<file path="config.mk">
export PLATFORM = sky130hd
export DESIGN_NAME = mat_mul_sequencer_flat
export DESIGN_NICKNAME = d
export VERILOG_FILES = /design/src/hdl/systolic_pkg.sv /design/src/hdl/array_ctrl_if.sv /design/src/hdl/mat_mul_sequencer.sv /design/src/flat_wrapper.sv
export VERILOG_INCLUDE_DIRS = /design/src /design/src/hdl
export SDC_FILE = /design/constraint.sdc
export NUM_CORES = 1
export LEC_CHECK = 0
export BUFFER_PORTS_ARGS = -buffer_cell sky130_fd_sc_hd__buf_4
export CAP_MARGIN = 20
export CELL_PAD_IN_SITES_DETAIL_PLACEMENT = 0
export CELL_PAD_IN_SITES_GLOBAL_PLACEMENT = 2
export CORE_MARGIN = 1
export CORE_UTILIZATION = 31
export CTS_CLUSTER_DIAMETER = 200
export CTS_CLUSTER_SIZE = 8
export DETAILED_ROUTE_END_ITERATION = 7
export GPL_TIMING_DRIVEN = 0
export PLACE_DENSITY_LB_ADDON = 0.1
export SYNTH_ARGS = -nofsm -noshare
export SYNTH_HDL_FRONTEND = slang
export SYNTH_SLANG_ARGS = --single-unit
</file>
<file path="constraint.sdc">
create_clock -name clk -period 1.5 [get_ports clk]
set_input_delay 0 -clock clk [delete_from_list [all_inputs] [get_ports clk]]
set_output_delay 0 -clock clk [all_outputs]
set_load 0.05 [all_outputs]
</file>
<file path="src/hdl/systolic_defs.svh">
// word, grid and latency sizes for the systolic engine, included by the RTL and the testbench
`ifndef SYSTOLIC_DEFS_SVH
`define SYSTOLIC_DEFS_SVH

// operand and result word width
`define DWIDTH 16

// rows and columns of the grid, also the load steps per operation
`define ARRAY_SIZE 4

// accumulator width inside each MAC
`define ACC_WIDTH 32

// cycles from the edge that samples the last i_valid to o_done
`define DONE_LATENCY 10

`endif

</file>
<file path="src/hdl/systolic_pkg.sv">
// shared operation code and operand lane types, imported by the sequencer, skewer and grid
`include "systolic_defs.svh"

package systolic_pkg;

  // op[1:0] encoding follows the grid datapath decode
  typedef enum logic [1:0] {
    OP_MAT_MUL = 2'b00,
    OP_ELT_MUL = 2'b01,
    OP_ELT_ADD = 2'b10,
    OP_ELT_SUB = 2'b11
  } op_t;

  typedef logic signed [`DWIDTH-1:0] word_t;

  // one word per row (A) or column (B) lane, lane 0 in the low bits
  typedef word_t [`ARRAY_SIZE-1:0] lane_vec_t;

endpackage

</file>
<file path="src/hdl/array_ctrl_if.sv">
// control strobes and operand lanes passed from the sequencer and skewer into the PE grid
interface array_ctrl_if;
  import systolic_pkg::*;

  op_t       op;            // latched at i_start
  logic      clear;         // one cycle after i_start
  logic      eltwise_ready; // element operands in place, shifting stops
  lane_vec_t a_lanes;       // row lanes into column 0
  lane_vec_t b_lanes;       // column lanes into row 0

  modport seq (
    output op,
    output clear,
    output eltwise_ready
  );

  modport skew (
    input  op,
    output a_lanes,
    output b_lanes
  );

  modport grid (
    input op,
    input clear,
    input eltwise_ready,
    input a_lanes,
    input b_lanes
  );

endinterface

</file>
<file path="src/hdl/mat_mul_sequencer.sv">
// run control for the grid, latches op, pulses clear, counts load steps and times o_done
`include "systolic_defs.svh"

module mat_mul_sequencer (
  input  logic              clk,
  input  logic              reset,
  input  logic              i_start,
  input  systolic_pkg::op_t i_op,
  input  logic              i_valid,
  output logic              o_done,
  array_ctrl_if.seq         ctrl
);
  import systolic_pkg::*;

  localparam int STEP_W = $clog2(`ARRAY_SIZE + 1);
  localparam int LAT_W  = $clog2(`DONE_LATENCY + 1);

  logic              busy;     // start seen, done not yet
  logic [STEP_W-1:0] step_cnt;
  logic [LAT_W-1:0]  lat_cnt;  // counts down to o_done
  logic              take_step;
  logic              last_step;

  assign take_step = i_valid && busy && (step_cnt != STEP_W'(`ARRAY_SIZE));
  assign last_step = take_step && (step_cnt == STEP_W'(`ARRAY_SIZE - 1));

  always_ff @(posedge clk) begin
    if (reset) begin
      ctrl.op            <= OP_MAT_MUL;
      ctrl.clear         <= 1'b0;
      ctrl.eltwise_ready <= 1'b0;
      busy               <= 1'b0;
      step_cnt           <= '0;
      lat_cnt            <= '0;
      o_done             <= 1'b0;
    end else begin
      ctrl.clear <= i_start;
      o_done     <= (lat_cnt == LAT_W'(1));
      if (lat_cnt != '0)
        lat_cnt <= lat_cnt - 1'b1;

      if (i_start) begin
        ctrl.op            <= i_op;
        ctrl.eltwise_ready <= 1'b0; // releases the previous element result
        busy               <= 1'b1;
        step_cnt           <= '0;
      end else begin
        if (take_step)
          step_cnt <= step_cnt + 1'b1;
        if (last_step) begin
          lat_cnt <= LAT_W'(`DONE_LATENCY);
          // held past o_done so element results stay on o_result
          if (ctrl.op != OP_MAT_MUL)
            ctrl.eltwise_ready <= 1'b1;
        end
        if (lat_cnt == LAT_W'(1))
          busy <= 1'b0;
      end
    end
  end

  a_valid_count: assert property (@(posedge clk) disable iff (reset)
    i_valid |-> (step_cnt < STEP_W'(`ARRAY_SIZE)))
    else $error("more than ARRAY_SIZE valid steps in one operation");

  a_start_idle: assert property (@(posedge clk) disable iff (reset)
    i_start |-> !busy)
    else $error("i_start while a run is still active");

endmodule

</file>
<file path="src/flat_wrapper.sv">
// flat-port wrapper written by rule: the top's interface ports become plain ports
module mat_mul_sequencer_flat import systolic_pkg::*;
  (clk, reset, i_start, i_op, i_valid, o_done, ctrl_op, ctrl_clear, ctrl_eltwise_ready);
  array_ctrl_if ctrl_i ();
  input  logic clk;
  input  logic reset;
  input  logic i_start;
  input  systolic_pkg::op_t i_op;
  input  logic i_valid;
  output logic o_done;
  output wire logic [$bits(ctrl_i.op)-1:0] ctrl_op;
  output wire logic [$bits(ctrl_i.clear)-1:0] ctrl_clear;
  output wire logic [$bits(ctrl_i.eltwise_ready)-1:0] ctrl_eltwise_ready;
  assign ctrl_op = ctrl_i.op;
  assign ctrl_clear = ctrl_i.clear;
  assign ctrl_eltwise_ready = ctrl_i.eltwise_ready;
  mat_mul_sequencer u_core (.clk(clk), .reset(reset), .i_start(i_start), .i_op(i_op), .i_valid(i_valid), .o_done(o_done), .ctrl(ctrl_i));
endmodule
</file>
==> metrics <==
mux share of post-synthesis cell area=0.0485; Period Utilization, post-route=0.903; die width=46.7 um; Clock Tree Buf Depth=2; Final Skew=0.00315 ns; Max Slew Vio Count=0; Initial Util=0.344; min Tclk post-route=1.35 ns; Post-Syn Area per Cell=9.38 um2; most frequent cells in the layout=13 x dfxtp_1, 8 x buf_4, 6 x nor2_1, 6 x ha_1; final worst setup slack=0.146 ns; P_leak=0.306 nW; latest clock arrival within the worst-skew pair=0.27 ns; CTS Sinks=13; largest net degree at the start of global routing=11; FF/Latch Area=260 um2; Pre-antenna DRT Iters=4; Hold Crit Start=reset; clock transition at the registers of the reported paths=0.08 ns; worst-path fanout max=3; status=finished clean; Core Box Area=1800 um2; Final setup viols=0; Worst Tran Pin Value=0.294 ns; Worst R2R Start=u_core.step_cnt[0]$_SDFFE_PP0P_; H-tree Lvls=1; Synth Register Bits=13; Synth Net Count=78; post-synth top area share=0.420; GRT Total Usage=0.129; r2r setup slk=0.15 ns; Critical Path RT=1.65 ns; Max Clk Rate=738 MHz; number of global-route vias before repair=409; compound-cell area share of the yosys netlist=0.0970; Post-Synth Simple-Gate Area=0.238; antenna violations before repair=0; Final ANT Viol Nets=0; Power Density=1370 nW/um2; Num CTS Buffers=3; via-per-instance ratio=4.59; nature of the critical path endpoint=flip-flop; layout cells sized above 1=0.200; Mapped Area=619 um2; Slew Limit Headroom=0.803; die span in y=46.7 um; synth top area cells=dfxtp_1 42%, ha_1 12%, mux2i_1 4.8%; pre-CTS setup slack=0.122 ns; RSZ-0062 raised after global routing=false; hold path endpoint=u_core.ctrl.op[1]$_SDFFE_PP0P_; Multi-input gate area=339 um2; CTS tree=yes; reg2reg end=u_core.lat_cnt[2]$_SDFF_PP0_; Final Hold Vio Count=0; proportion of synthesized chip area in sequential cells=0.420; cells after synthesis=66; PortBufs=8; synth warn=0; drt initial violations=4; Routed Wire Length=1130 um; Startpoint Class=flip-flop; commonest non-fill, non-tap cell in the layout=dfxtp_1; # IOs=11; setup TNS=0 ns; drt drc=0; Synth area leader=dfxtp_1; post-synth cell types=24; IR drop worst, VDD=0.000658 V; WHS Path Cells=2; nets@finish=93; CTS Root Cell=clkbuf_4; Filler cells=192; die area=2180 um2; WP data arrival=1.51 ns; max-cap violations=0; first-pass GRT wire length=1880 um; synth-to-layout area growth=23.6%; Overflow after GRT=0; HPWL Detailed=846 um; via count=482; final hold slack=0.0413 ns; antenna cells=0; critical path class=flip-flop to flip-flop; HP Class=input port to flip-flop; area share of fa/ha/maj cells after synthesis=0.121; Pwr Total=1.05 mW; Final GP Congestion=0.787; largest family of logic cells by synthesized area=simple AND/OR/NAND/NOR gates; reg2reg path depth=5; routed len/inst=10.7 um; row count=15; Synth Area in XOR/XNOR=0.0283
metrics by stage:
stage	instances	util	area (um2)
floorplan	66	-	619
global placement	99	0.394	711
detailed placement	99	0.394	711
CTS	105	0.420	757
global route	105	0.425	766
finish	105	0.425	766
worst max-delay path, stage by stage (launching register included):
cell,delay (ns)
dfxtp_1,0.36
inv_1,0.07
ha_1,0.21
and2_1,0.21
nor4b_4,0.30
nor4_1,0.09
metal layers:
metal / GRT usage / vias to the layer above / wire [um]
met1: 0.175 / 212 / 600
li1: - / 252 / -
met5: 0 / - / 0
met4: 0.0514 / 0 / 12
met3: 0.0588 / 2 / 69
met2: 0.175 / 16 / 444
report_power, final:
group / internal [mW] / switching, mW / total, mW
logic: 0.180 / 0.194 / 0.374
registers: 0.408 / 0.0561 / 0.464
clock network: 0.103 / 0.108 / 0.211
total: 0.691 / 0.358 / 1.05
registers in the layout (all words and copies together) (netlist names):
name and count:
u_core.ctrl.eltwise_ready 1, u_core.step_cnt 3, u_core.o_done 1, u_core.lat_cnt 4, u_core.ctrl.clear 1, u_core.busy 1, u_core.ctrl.op 2
worst max-delay path by stage:
stage                                          startpoint                            to
after global routing      u_core.step_cnt[0]$_SDFFE_PP0P_  u_core.lat_cnt[2]$_SDFF_PP0_
after CTS                 u_core.step_cnt[0]$_SDFFE_PP0P_  u_core.lat_cnt[2]$_SDFF_PP0_
after detailed placement  u_core.step_cnt[0]$_SDFFE_PP0P_  u_core.lat_cnt[2]$_SDFF_PP0_
after floorplan           u_core.step_cnt[0]$_SDFFE_PP0P_  u_core.lat_cnt[2]$_SDFF_PP0_
after global placement    u_core.step_cnt[0]$_SDFFE_PP0P_  u_core.lat_cnt[2]$_SDFF_PP0_
final                     u_core.step_cnt[0]$_SDFFE_PP0P_  u_core.lat_cnt[2]$_SDFF_PP0_
cell usage after synthesis:
| master | n |
|---|---|
| a31oi_1 | 2 |
| buf_2 | 2 |
| nand4b_1 | 1 |
| or2_1 | 2 |
| nor3_1 | 1 |
| nand3_1 | 2 |
| nor3b_2 | 1 |
| or3b_1 | 1 |
| xnor2_1 | 2 |
| nor2_1 | 6 |
| o21a_1 | 1 |
| nor4b_2 | 1 |
| mux2i_1 | 3 |
| and2_1 | 2 |
| nand2b_1 | 1 |
| nand2_1 | 3 |
| nor3_2 | 1 |
| ha_1 | 6 |
| inv_1 | 5 |
| nor2b_1 | 1 |
| dfxtp_1 | 13 |
| a21oi_1 | 5 |
| nor4_1 | 1 |
| o21ai_0 | 3 |
cells by family (layout without fill, tap and decap cells):
| kind of cell | after synthesis | count (layout) |
|---|---|---|
| xor gates and xnor gates | 2 | 2 |
| buffers and inverters | 7 | 21 |
| muxes | 3 | 3 |
| DFF | 13 | 13 |
| and+or+nand+nor | 24 | 24 |
| AOI/OAI and AO/OA | 11 | 11 |
| adders and majority gates | 6 | 6 |
layout make-up:
type / instances / area share
Inverter: 5 / 0.0245
Multi-Input combinational cell: 46 / 0.443
Clock buffer: 4 / 0.0343
Tap cell: 25 / 0.0408
Sequential cell: 13 / 0.340
Timing Repair Buffer: 10 / 0.105
Buffer: 2 / 0.0131
what timing repair did:
action                     CTS  global route
hold buffers                 2             0
resized for setup            0             1
hold endpoints to repair     2             0
setup endpoints to repair    0             1
setup buffers                0             0
Note: power is estimated with default switching activity, not from simulation.
