===== config.mk =====
export PLATFORM = sky130hd
export DESIGN_NAME = operand_skewer_flat
export DESIGN_NICKNAME = d
export VERILOG_FILES = /design/src/hdl/systolic_pkg.sv /design/src/hdl/array_ctrl_if.sv /design/src/hdl/operand_skewer.sv /design/src/flat_wrapper.sv
export VERILOG_INCLUDE_DIRS = /design/src /design/src/hdl
export SDC_FILE = /design/constraint.sdc
export NUM_CORES = 1
export LEC_CHECK = 0
export ABC_AREA = 1
export BUFFER_PORTS_ARGS = -buffer_cell sky130_fd_sc_hd__buf_2
export CAP_MARGIN = 20
export CORE_MARGIN = 5
export CORE_UTILIZATION = 54
export CTS_CLUSTER_DIAMETER = 50
export DETAILED_ROUTE_END_ITERATION = 7
export PLACE_DENSITY = 0.85
export SYNTH_ARGS = -nofsm -noshare
export SYNTH_HDL_FRONTEND = slang
export SYNTH_SLANG_ARGS = --single-unit

===== constraint.sdc =====
create_clock -name clk -period 1.79 [get_ports clk]
set_input_delay 0.179 -clock clk [delete_from_list [all_inputs] [get_ports clk]]
set_output_delay 0.179 -clock clk [all_outputs]
set_load 0.005 [all_outputs]

===== src/hdl/systolic_defs.svh =====
// word, grid and latency sizes for the systolic engine, included by the RTL and the testbench
`ifndef SYSTOLIC_DEFS_SVH
`define SYSTOLIC_DEFS_SVH

// operand and result word width
`define DWIDTH 16

// rows and columns of the grid, also the load steps per operation
`define ARRAY_SIZE 4

// accumulator width inside each MAC
`define ACC_WIDTH 32

// cycles from the edge that samples the last i_valid to o_done
`define DONE_LATENCY 10

`endif


===== src/hdl/systolic_pkg.sv =====
// shared operation code and operand lane types, imported by the sequencer, skewer and grid
`include "systolic_defs.svh"

package systolic_pkg;

  // op[1:0] encoding follows the grid datapath decode
  typedef enum logic [1:0] {
    OP_MAT_MUL = 2'b00,
    OP_ELT_MUL = 2'b01,
    OP_ELT_ADD = 2'b10,
    OP_ELT_SUB = 2'b11
  } op_t;

  typedef logic signed [`DWIDTH-1:0] word_t;

  // one word per row (A) or column (B) lane, lane 0 in the low bits
  typedef word_t [`ARRAY_SIZE-1:0] lane_vec_t;

endpackage


===== src/hdl/array_ctrl_if.sv =====
// control strobes and operand lanes passed from the sequencer and skewer into the PE grid
interface array_ctrl_if;
  import systolic_pkg::*;

  op_t       op;            // latched at i_start
  logic      clear;         // one cycle after i_start
  logic      eltwise_ready; // element operands in place, shifting stops
  lane_vec_t a_lanes;       // row lanes into column 0
  lane_vec_t b_lanes;       // column lanes into row 0

  modport seq (
    output op,
    output clear,
    output eltwise_ready
  );

  modport skew (
    input  op,
    output a_lanes,
    output b_lanes
  );

  modport grid (
    input op,
    input clear,
    input eltwise_ready,
    input a_lanes,
    input b_lanes
  );

endinterface


===== src/hdl/operand_skewer.sv =====
// staggers lane k by k cycles for matrix multiply, passes lanes straight for element ops
`include "systolic_defs.svh"

module operand_skewer (
  input  logic                    clk,
  input  logic                    reset,
  input  logic                    i_valid,
  input  systolic_pkg::lane_vec_t i_a_lanes,
  input  systolic_pkg::lane_vec_t i_b_lanes,
  array_ctrl_if.skew              ctrl
);
  import systolic_pkg::*;

  localparam int N = `ARRAY_SIZE;

  lane_vec_t a_gated;
  lane_vec_t b_gated;
  lane_vec_t a_skewed;
  lane_vec_t b_skewed;

  assign a_gated = i_valid ? i_a_lanes : '0; // zeros between load windows
  assign b_gated = i_valid ? i_b_lanes : '0;

  for (genvar k = 0; k < N; k++) begin : g_lane
    if (k == 0) begin : g_direct
      assign a_skewed[k] = a_gated[k];
      assign b_skewed[k] = b_gated[k];
    end else begin : g_delay
      word_t a_dly [k];
      word_t b_dly [k];

      always_ff @(posedge clk) begin
        if (reset) begin
          a_dly <= '{default: '0};
          b_dly <= '{default: '0};
        end else begin
          a_dly[0] <= a_gated[k];
          b_dly[0] <= b_gated[k];
          for (int d = 1; d < k; d++) begin
            a_dly[d] <= a_dly[d-1];
            b_dly[d] <= b_dly[d-1];
          end
        end
      end

      assign a_skewed[k] = a_dly[k-1];
      assign b_skewed[k] = b_dly[k-1];
    end
  end

  // element ops need every lane to land in the same cycle
  assign ctrl.a_lanes = (ctrl.op == OP_MAT_MUL) ? a_skewed : a_gated;
  assign ctrl.b_lanes = (ctrl.op == OP_MAT_MUL) ? b_skewed : b_gated;

endmodule


===== src/flat_wrapper.sv =====
// flat-port wrapper written by rule: the top's interface ports become plain ports
module operand_skewer_flat import systolic_pkg::*;
  (clk, reset, i_valid, i_a_lanes, i_b_lanes, ctrl_op, ctrl_a_lanes, ctrl_b_lanes);
  array_ctrl_if ctrl_i ();
  input  logic clk;
  input  logic reset;
  input  logic i_valid;
  input  systolic_pkg::lane_vec_t i_a_lanes;
  input  systolic_pkg::lane_vec_t i_b_lanes;
  input wire logic [$bits(ctrl_i.op)-1:0] ctrl_op;
  output wire logic [$bits(ctrl_i.a_lanes)-1:0] ctrl_a_lanes;
  output wire logic [$bits(ctrl_i.b_lanes)-1:0] ctrl_b_lanes;
  assign ctrl_i.op = ctrl_op;
  assign ctrl_a_lanes = ctrl_i.a_lanes;
  assign ctrl_b_lanes = ctrl_i.b_lanes;
  operand_skewer u_core (.clk(clk), .reset(reset), .i_valid(i_valid), .i_a_lanes(i_a_lanes), .i_b_lanes(i_b_lanes), .ctrl(ctrl_i));
endmodule

==> results of run 1 <==
## layout by cell type, fill, tap and decap left out
master	netlist	layout
buf_12	0	8
buf_2	39	258
buf_4	41	4
buf_6	6	1
bufinv_16	0	2
clkbuf_16	0	17
clkbuf_8	0	3
clkinv_2	0	1
clkinv_4	0	1
clkinvlp_4	0	2
dfxtp_1	192	192
dlygate4sd3_1	0	46
inv_1	225	225
inv_2	1	1
inv_6	0	5
inv_8	0	1
nand2_1	416	416
nand2_4	0	1
nor2_1	192	192
nor2_4	1	1
## tightest hold or removal path: stages
cell and delay (ns):
buf_2 0.07, nand2_1 0.06, nor2_1 0.08
## sequential cells by signal, summed over array words and instances (netlist names)
name                         count
u_core.b_skewed                 32
u_core.a_skewed                 32
u_core.g_lane.g_delay.b_dly     64
u_core.g_lane.g_delay.a_dly     64
## power groups by stage
stage               sequential [mW]  combinational, mW  clock (mW)
floorplan                      4.53              0.564           0
global placement               4.53              0.899           0
detailed placement             4.54              0.918           0
CTS                            4.44               1.00        3.90
global route                   4.45               1.14        4.08
finish                         4.44               1.01        3.82
## per-stage QoR
stage / power (mW) / worst slack (ns)
floorplan: 5.09 / 0.882
global placement: 5.43 / 0.421
detailed placement: 5.46 / 0.405
CTS: 9.34 / 0.377
global route: 9.67 / 0.299
finish: 9.27 / 0.360
## layout make-up
type / instances / area [sq um]
inverters: 226 / 848
well taps: 180 / 225
clock buffers: 20 / 467
clock inverters: 12 / 144
multi-input cells: 610 / 2300
repair buffers: 317 / 1950
flip-flops and latches: 192 / 3840
fillers: 1064 / 4040
## cells by family (layout without fill, tap and decap cells)
kind of cell	after synthesis	count (layout)	share of synthesized area, %
flip-flops	192	192	50.8
buffers and inverters	313	575	18.8
AND/OR/NAND/NOR	610	610	30.4
## worst paths after layout
check	endpoint	cells past startpoint
min reg2reg	u_core.a_skewed[33]	2
min	u_core.g_lane[1].g_delay.a_dly[6]	3
max	ctrl_b_lanes[47]	7
max reg2reg	u_core.a_skewed[40]	2
## routing by layer
metal / routed length [microns] / GRT usage (%)
met1: 7380 / 27.1
met3: 1260 / 5.19
met5: 0 / 0
met4: 578 / 9.86
met2: 8970 / 36.8
==> impl_results.md, run 1 <==
- Synthesized area per cell: 6.79 sq um
- DP Wirelength: 11.7 mm
- Top cell type's share of synthesized area: 50.8%
- Number of clock sinks: 192
- Crit path cell chain: dlygate4sd3_1 -> buf_2 -> nand2_1 -> inv_1 -> nand2_1 -> nand2_1 -> buf_2
- Relative slew slack: 70.5%
- Sw Share: 23.8%
- Flop pwr share: 47.9%
- Non-filler cells in the finished layout: 1557
- Crit-path max cell delay: 0.53 ns
- Cell-internal power: 7.06 mW
- Layout Utilization: 70.8%
- Grt total ovfl: 0
- Synth top area cells: dfxtp_1, nand2_1, inv_1, nor2_1, buf_4
- Worst slew pin tran: 0.443 ns
- RSZ-0062 raised after global routing: false
- Clk pwr share: 41.2%
- Hold path startpoint: i_a_lanes[22]
- CP startpoint: i_b_lanes[47]
- Most common cell in the synthesized netlist: nand2_1
- Setup crit end kind: output port
- Worst Path Required: 1.61 ns
- CTS resizes: 0
- Total number of vias: 6841
- Kind of start point of the critical path: input port
- Status: finished clean
- Hold Vio Cnt, Final: 0
- Number of enable flip-flop cells after synthesis: 0
- Setup CP Type: input port to output port
- Crit path max fanout: 2
- Port bufs: 260
- H-tree Lvls: 4
- DRT iter0 DRCs: 416
- GRT Util Overall: 22.0%
- Post-synth ARST share: 0%
- Antenna violations before repair: 0
- Final setup violation count: 0
- DR WL/cell: 11.7 microns
- Sw power: 2.20 mW
- Share of cells above drive strength 1: 22.2%
- Hold WS: 0.0115 ns
- TritonCTS buffer count: 17
- Post-synthesis cell area: 7570 sq um
- Syn. warnings: 0
- CTS tree: yes
- Worst-Skew Late Latency: 0.42 ns
- R2R Setup Slk: 1.26 ns
- Max-cap violation count: 0
- Pwr Density: 947 nW/um^2
- Routed Antenna Nets: 0
- Predominant post-synthesis flop cell: dfxtp_1
- Die area: 16500 sq um
- Die Width: 128 microns
- Total Neg Setup Slack: 0 ns
- Combinational Power Share: 10.9%
- FMAX: 699 MHz
- Vias per cell: 4.39
- Layout area overhead: 29.3%
- Cells after synthesis: 1115
- Synth top cells by count: nand2_1, inv_1, dfxtp_1, nor2_1, buf_4
- Register area share after synthesis: 50.8%
- Worst-path clk slew: 0.07 ns
- CTS max path bufs: 2
- Final net count: 1497
- Ant. Diodes: 0
- Initial Util: 54.7%
- HP Class: input port to flop
- Core Rows: 43
- Vias in the first global route: 6434
- LEAKAGE: 5.93 nW
- TritonRoute pass-1 iters: 5
- Clk root buf: clkbuf_16
- # IOs: 261
- Slowest cell on crit path: dlygate4sd3_1
- Cell Area, Placed: 8710 sq um
- Period utilization: 79.9%
- Syn Nets: 1248
- Worst VDD drop: 0.637 mV
- Post-placement cell count: 1479
- Most used cell, CP: nand2_1
- Chip height: 128 microns
- Synth unique cells: 11
- Min cycle time layout: 1.43 ns
- Post-CTS setup buffer count: 0
- Post-synth top area cell: dfxtp_1
- Pin count of the biggest net entering global routing: 97
- RR Startpoint: u_core.g_lane[2].g_delay.a_dly[24]
- Buffer and inverter count on the worst path: 4
- CTS Hold Bufs: 46
- Global-route wire length before repair: 29.6 mm
- GPL Wtd Cong: 0.819
- Crit path max-delay family: buffers and inverters
- Detailed Route WL: 18.2 mm
- Core region area: 13800 sq um
- DRC viols: 0
- Skew final: 0.00761 ns
- Final Max Slew Viols: 0
- Worst EP arrival: 1.25 ns
- Flops & latches, synth: 192
- Design area: 9790 sq um
(Power assumes the default switching activity.)
==> run 2: changes to the inputs <==
CORE_UTILIZATION = 50   (was 54)
PLACE_DENSITY = 0.8   (was 0.85)
clock period = 1.4 ns   (was 1.79 ns; I/O delays follow)
==> run 2 against run 1 <==
  * Routed wire length is 7.2% higher
  * Die area is 7.4% higher
  * Register-to-register slack worse by 0.39 ns
  * Utilization is 2.0 points lower
  * Clock power is 23% higher
  * Cell area is 5.7% higher
  * Clock skew is 0.00053 ns lower
  * Sequential power is 28% higher
  * Total power is 28% higher
  * Non-clock buffer count is 51 higher
  * Setup slack worse by 0.31 ns
  * Count of clock-buffer cells in the layout is 2 lower
  * Critical path type unchanged
  * Critical endpoint is now ctrl_b_lanes[41]
  * Largest cell class unchanged
  * Largest power group unchanged
==> impl_results.md, run 2 (synthesis gave the netlist of run 1 again) <==
- Status: finished clean
- Crit-path max cell delay: 0.54 ns
- Most Crowded Layer GR: met2
- Vias per cell: 4.35
- Cell-internal power: 8.88 mW
- Worst-path clk slew: 0.07 ns
- GRT Util Overall: 21.8%
- Crit path max-delay family: buffers and inverters
- Grt total ovfl: 0
- Hold WS: 0.0440 ns
- Detailed Route WL: 19.5 mm
- LEAKAGE: 6.14 nW
- Combinational Power Share: 12.2%
- Global-route wire length before repair: 31.4 mm
- Clk pwr share: 39.8%
- Layout area overhead: 36.7%
- DR WL/cell: 12.1 microns
- Core region area: 15000 sq um
- TritonCTS buffer count: 17
- Final net count: 1548
- Pwr Density: 1140 nW/um^2
- HP Class: input port to flop
- CTS max path bufs: 2
- Port bufs: 260
- M3 GR Usage: 5.93%
- Min cycle time layout: 1.35 ns
- DRC viols: 0
- Commonest non-fill, non-tap cell in the layout: nand2_1
- Worst Path Required: 1.26 ns
- Total Neg Setup Slack: 0 ns
- Setup crit end kind: output port
- Setup CP Type: input port to output port
- Relative slew slack: 75.8%
- Share of cells above drive strength 1: 22.1%
- Max-cap violation count: 0
- Tot Pwr: 11.8 mW
- Clk root buf: clkbuf_16
- Design area: 10300 sq um
- Routed Antenna Nets: 0
- Post-CTS setup buffer count: 0
- Worst slew pin tran: 0.363 ns
- CTS tree: yes
- Most frequent cells in the layout: nand2_1, buf_2, inv_1
- Most used cell, CP: nand2_1
- H-tree Lvls: 4
- Sw Share: 24.9%
- Die area: 17700 sq um
- Core Rows: 45
- Kind of start point of the critical path: input port
- Antenna violations before repair: 0
- Pin count of the biggest net entering global routing: 57
- Met1 Use GR: 24.0%
- Cell Area, Placed: 8780 sq um
- Worst VDD drop: 1.19 mV
- Die Width: 133 microns
- Final setup violation count: 0
- DP Wirelength: 11.6 mm
- Buffer and inverter count on the worst path: 4
- Crit path cell chain: dlygate4sd3_1 -> buf_2 -> nand2_1 -> inv_1 -> nand2_1 -> nand2_1 -> buf_2
- Largest regs: u_core.g_lane.g_delay.a_dly x64, u_core.g_lane.g_delay.b_dly x64
- Worst EP arrival: 1.21 ns
- FMAX: 738 MHz
- Vias in the first global route: 6817
- Number of clock sinks: 192
- TritonRoute pass-1 iters: 5
- Initial Util: 50.3%
- DRT iter0 DRCs: 349
- Crit path max fanout: 2
- Sw power: 2.94 mW
- Flop pwr share: 48.0%
- Chip height: 133 microns
- Total number of vias: 7035
- Final Max Slew Viols: 0
- Period utilization: 96.8%
- R2R Setup Slk: 0.87 ns
- Hold Vio Cnt, Final: 0
- Worst-Skew Late Latency: 0.42 ns
- M2 GR Usage: 39.2%
- GPL Wtd Cong: 0.821
- Slowest cell on crit path: dlygate4sd3_1
- # IOs: 261
- Skew final: 0.00708 ns
-- run 2: power by group through the flow --
stage	combinational, mW	sequential, mW	clock (mW)
after CTS	1.41	5.68	4.79
after global routing	1.61	5.69	5.02
final	1.44	5.68	4.71
after global placement	1.17	5.80	0
after floorplan	0.721	5.79	0
after detailed placement	1.19	5.80	0
-- run 2: path summary, 6_finish.rpt --
| check | startpoint | endpoint | cells past startpoint |
|---|---|---|---|
| worst max register to register | u_core.g_lane[3].g_delay.b_dly[22] | u_core.b_skewed[54] | 2 |
| worst max-delay path | i_b_lanes[41] | ctrl_b_lanes[41] | 7 |
| worst min register to register | u_core.g_lane[3].g_delay.a_dly[36] | u_core.g_lane[3].g_delay.a_dly[20] | 2 |
| worst min-delay path | i_valid | u_core.g_lane[3].g_delay.b_dly[45] | 3 |
-- run 2: routing by layer --
metal | routed length (microns) | part of all wire [%]
met5 | 0 | 0
met4 | 586 | 3.0
met3 | 1190 | 6.1
met2 | 10000 | 51
met1 | 7720 | 40
-- run 2: final cells by class --
cell class,count,area (sq um)
Sequential cell,192,3840
Clock buffer,18,439
Antenna cell,1,2.50
Fill cell,1170,4690
Timing Repair Buffer,368,2500
Clock inverter,14,144
Multi-Input combinational cell,610,2320
Tap cell,188,235
Inverter,226,848
-- run 2: repair_timing --
item,4_1_cts,5_1_grt
endpoints found under the hold margin,96,0
hold buffers,96,0
setup endpoints to repair,0,7
gates resized for setup,0,9
-- run 2: metrics by stage --
step | utilization [%] | worst slack [ns] | instances
6_report | 68.8 | 0.0455 | 1617
3_5_place_dp | 58.4 | 0.220 | 1489
4_1_cts | 68.7 | 0.0491 | 1617
3_3_place_gp | 58.4 | 0.231 | 1489
5_1_grt | 68.8 | -0.00743 | 1616
2_1_floorplan | - | 0.570 | 1115
-- run 2: worst min-delay path: stages --
cell,delay [ns]
buf_4,0.15
nand2_1,0.08
nor2_1,0.04
==> run 3: changes to the inputs <==
clock period = 1.3 ns   (was 1.4 ns; I/O delays follow)
==> run 3 against run 2 <==
  * The run now ends with negative setup slack left
  * Sequential share of layout area decreased by 0.46 points
  * Final cell count decreased by 1.5%
  * Total power increased by 9.9%
  * Register-to-register slack got worse by 0.09 ns
  * Global-route usage decreased by 0.17 points
  * Flip-flop and latch count unchanged
  * Non-clock buffer count decreased by 23
==> impl_results.md, run 3 (synthesis gave the netlist of run 1 again) <==
- Status: finished, violations left
- Violated checks: negative setup slack
- LEAKAGE: 6.18 nW
- Period utilization: 101%
- DRC viols: 0
- Commonest non-fill, non-tap cell in the layout: nand2_1
- Crit path cell chain: dlygate4sd3_1 -> buf_2 -> nand2_2 -> inv_1 -> nand2_1 -> nand2_1 -> buf_2
- Global-route wire length before repair: 31.3 mm
- HP Class: input port to flop
- Layout area overhead: 38.4%
- Total number of vias: 7060
- Cell-internal power: 9.78 mW
- Port bufs: 260
- Die Width: 133 microns
- Worst-Skew Late Latency: 0.42 ns
- Setup CP Type: input port to output port
- Core Rows: 45
- FMAX: 763 MHz
- RR Startpoint: u_core.g_lane[3].g_delay.b_dly[22]
- Final net count: 1525
- Crit path max-delay family: buffers and inverters
- Worst-path clk slew: 0.06 ns
- Core region area: 15000 sq um
- Slowest cell on crit path: dlygate4sd3_1
- Initial Util: 50.3%
- Flop pwr share: 47.1%
- H-tree Lvls: 4
- Buffer and inverter count on the worst path: 4
- Crit path max fanout: 2
- Crit-path max cell delay: 0.54 ns
- Final setup margin: -0.0103 ns
- Largest regs: u_core.g_lane.g_delay.a_dly x64, u_core.g_lane.g_delay.b_dly x64
- DR WL/cell: 12.4 microns
- Final Max Slew Viols: 0
- Most frequent cells in the layout: nand2_1, buf_2, inv_1
- Sw Share: 24.7%
- TritonRoute pass-1 iters: 5
- Die area: 17700 sq um
- Vias per cell: 4.43
- Max layer used: met5
- Met1 Wirelength: 7.85 mm
- Kind of start point of the critical path: input port
- DR WL met2: 10.2 mm
- Detailed Route WL: 19.8 mm
- Sw power: 3.21 mW
- Skew final: 0.00969 ns
- Hold Vio Cnt, Final: 0
- Relative slew slack: 79.5%
- Clk pwr share: 40.6%
- Vias in the first global route: 6835
- Combinational Power Share: 12.4%
- CP startpoint: i_a_lanes[50]
- Min cycle time layout: 1.31 ns
- Chip height: 133 microns
- Setup crit end kind: output port
- Worst VDD drop: 1.25 mV
- DP Wirelength: 11.6 mm
- Antenna violations before repair: 1
- Hold path startpoint: i_valid
- GRT Util Overall: 21.6%
- Share of cells above drive strength 1: 25.9%
- TritonCTS buffer count: 17
- Number of clock sinks: 192
- Layout Utilization: 69.6%
- Final setup violation count: 1
- DRT iter0 DRCs: 417
- RSZ-0062 raised after global routing: true
- Met3 routed WL: 1.18 mm
- Pwr Density: 1240 nW/um^2
- Clk root buf: clkbuf_16
- Worst slew pin tran: 0.308 ns
- Ant. Diodes: 0
- # IOs: 261
- GPL Wtd Cong: 0.825
- FILL cells: 1141
- Grt total ovfl: 0
- CTS tree: yes
- Max-cap violation count: 0
- Routed Antenna Nets: 0
- Tot Pwr: 13.0 mW
- Worst Path Required: 1.17 ns
- Pin count of the biggest net entering global routing: 57
- CTS max path bufs: 2
- Worst EP arrival: 1.18 ns
-- run 3: cell count changes in the layout (fill, tap and decap cells not counted), moves of 2 or more --
| cell | before | now |
|---|---|---|
| inv_2 | 1 | 3 |
| dlygate4sd3_1 | 95 | 85 |
| nand2_2 | 8 | 78 |
| buf_2 | 257 | 225 |
| clkinvlp_4 | 4 | 1 |
| inv_1 | 225 | 223 |
| dlymetal6s4s_1 | 1 | 11 |
| buf_4 | 3 | 12 |
| nand2_1 | 408 | 338 |
-- run 3: worst paths after layout --
kind	slack, ns	endpoint	cells past startpoint
setup / recovery	-0.01	ctrl_a_lanes[50]	7
hold / removal	0.02	u_core.g_lane[3].g_delay.b_dly[45]	3
setup reg to reg	0.78	u_core.b_skewed[54]	2
hold reg to reg	0.40	u_core.g_lane[3].g_delay.a_dly[23]	2
-- run 3: final cells by class --
cell class,instances,area (sq um),area share (%)
clock inverters,14,168,1.60
multi-input cells,610,2500,23.9
clock buffers,18,439,4.19
repair buffers,345,2440,23.3
well taps,188,235,2.25
flip-flops and latches,192,3840,36.7
inverters,226,848,8.10
-- run 3: worst min-delay path, cell delays in order --
cell	delay (ns)
buf_4	0.16
nand2_2	0.07
nor2_1	0.04
-- run 3: power groups by stage --
stage,clock network [mW],logic [mW],registers (mW)
floorplan,0,0.776,6.24
detailed placement,0,1.29,6.25
finish,5.27,1.61,6.11
global placement,0,1.26,6.24
CTS,5.38,1.52,6.11
global route,5.66,1.79,6.13
-- run 3: timing repair --
action | 4_1_cts | 5_1_grt
resized for setup | 0 | 91
endpoints found under the setup margin | 0 | 82
buffers inserted | 0 | 9
hold endpoints to repair | 96 | 1
hold buffers | 96 | 1
-- run 3: routing by layer --
| layer | vias up | global-route usage (%) |
|---|---|---|
| li1 | 3616 | - |
| met3 | 53 | 6.12 |
| met2 | 231 | 36.9 |
| met4 | 2 | 9.70 |
| met1 | 3158 | 25.1 |
| met5 | - | 0 |
-- run 3: through the flow --
stage	setup slack (ns)	setup TNS, ns	std cells	hold slack, ns	area (sq um)
after detailed placement	0.136	0	1489	0.370	8780
after global routing	-0.0493	-0.229	1593	0.0113	10500
after floorplan	0.490	0	1115	0.267	7570
after global placement	0.156	0	1489	0.364	8780
after CTS	0.00441	0	1617	0.00936	10300
final	-0.0103	-0.0103	1593	0.0226	10500
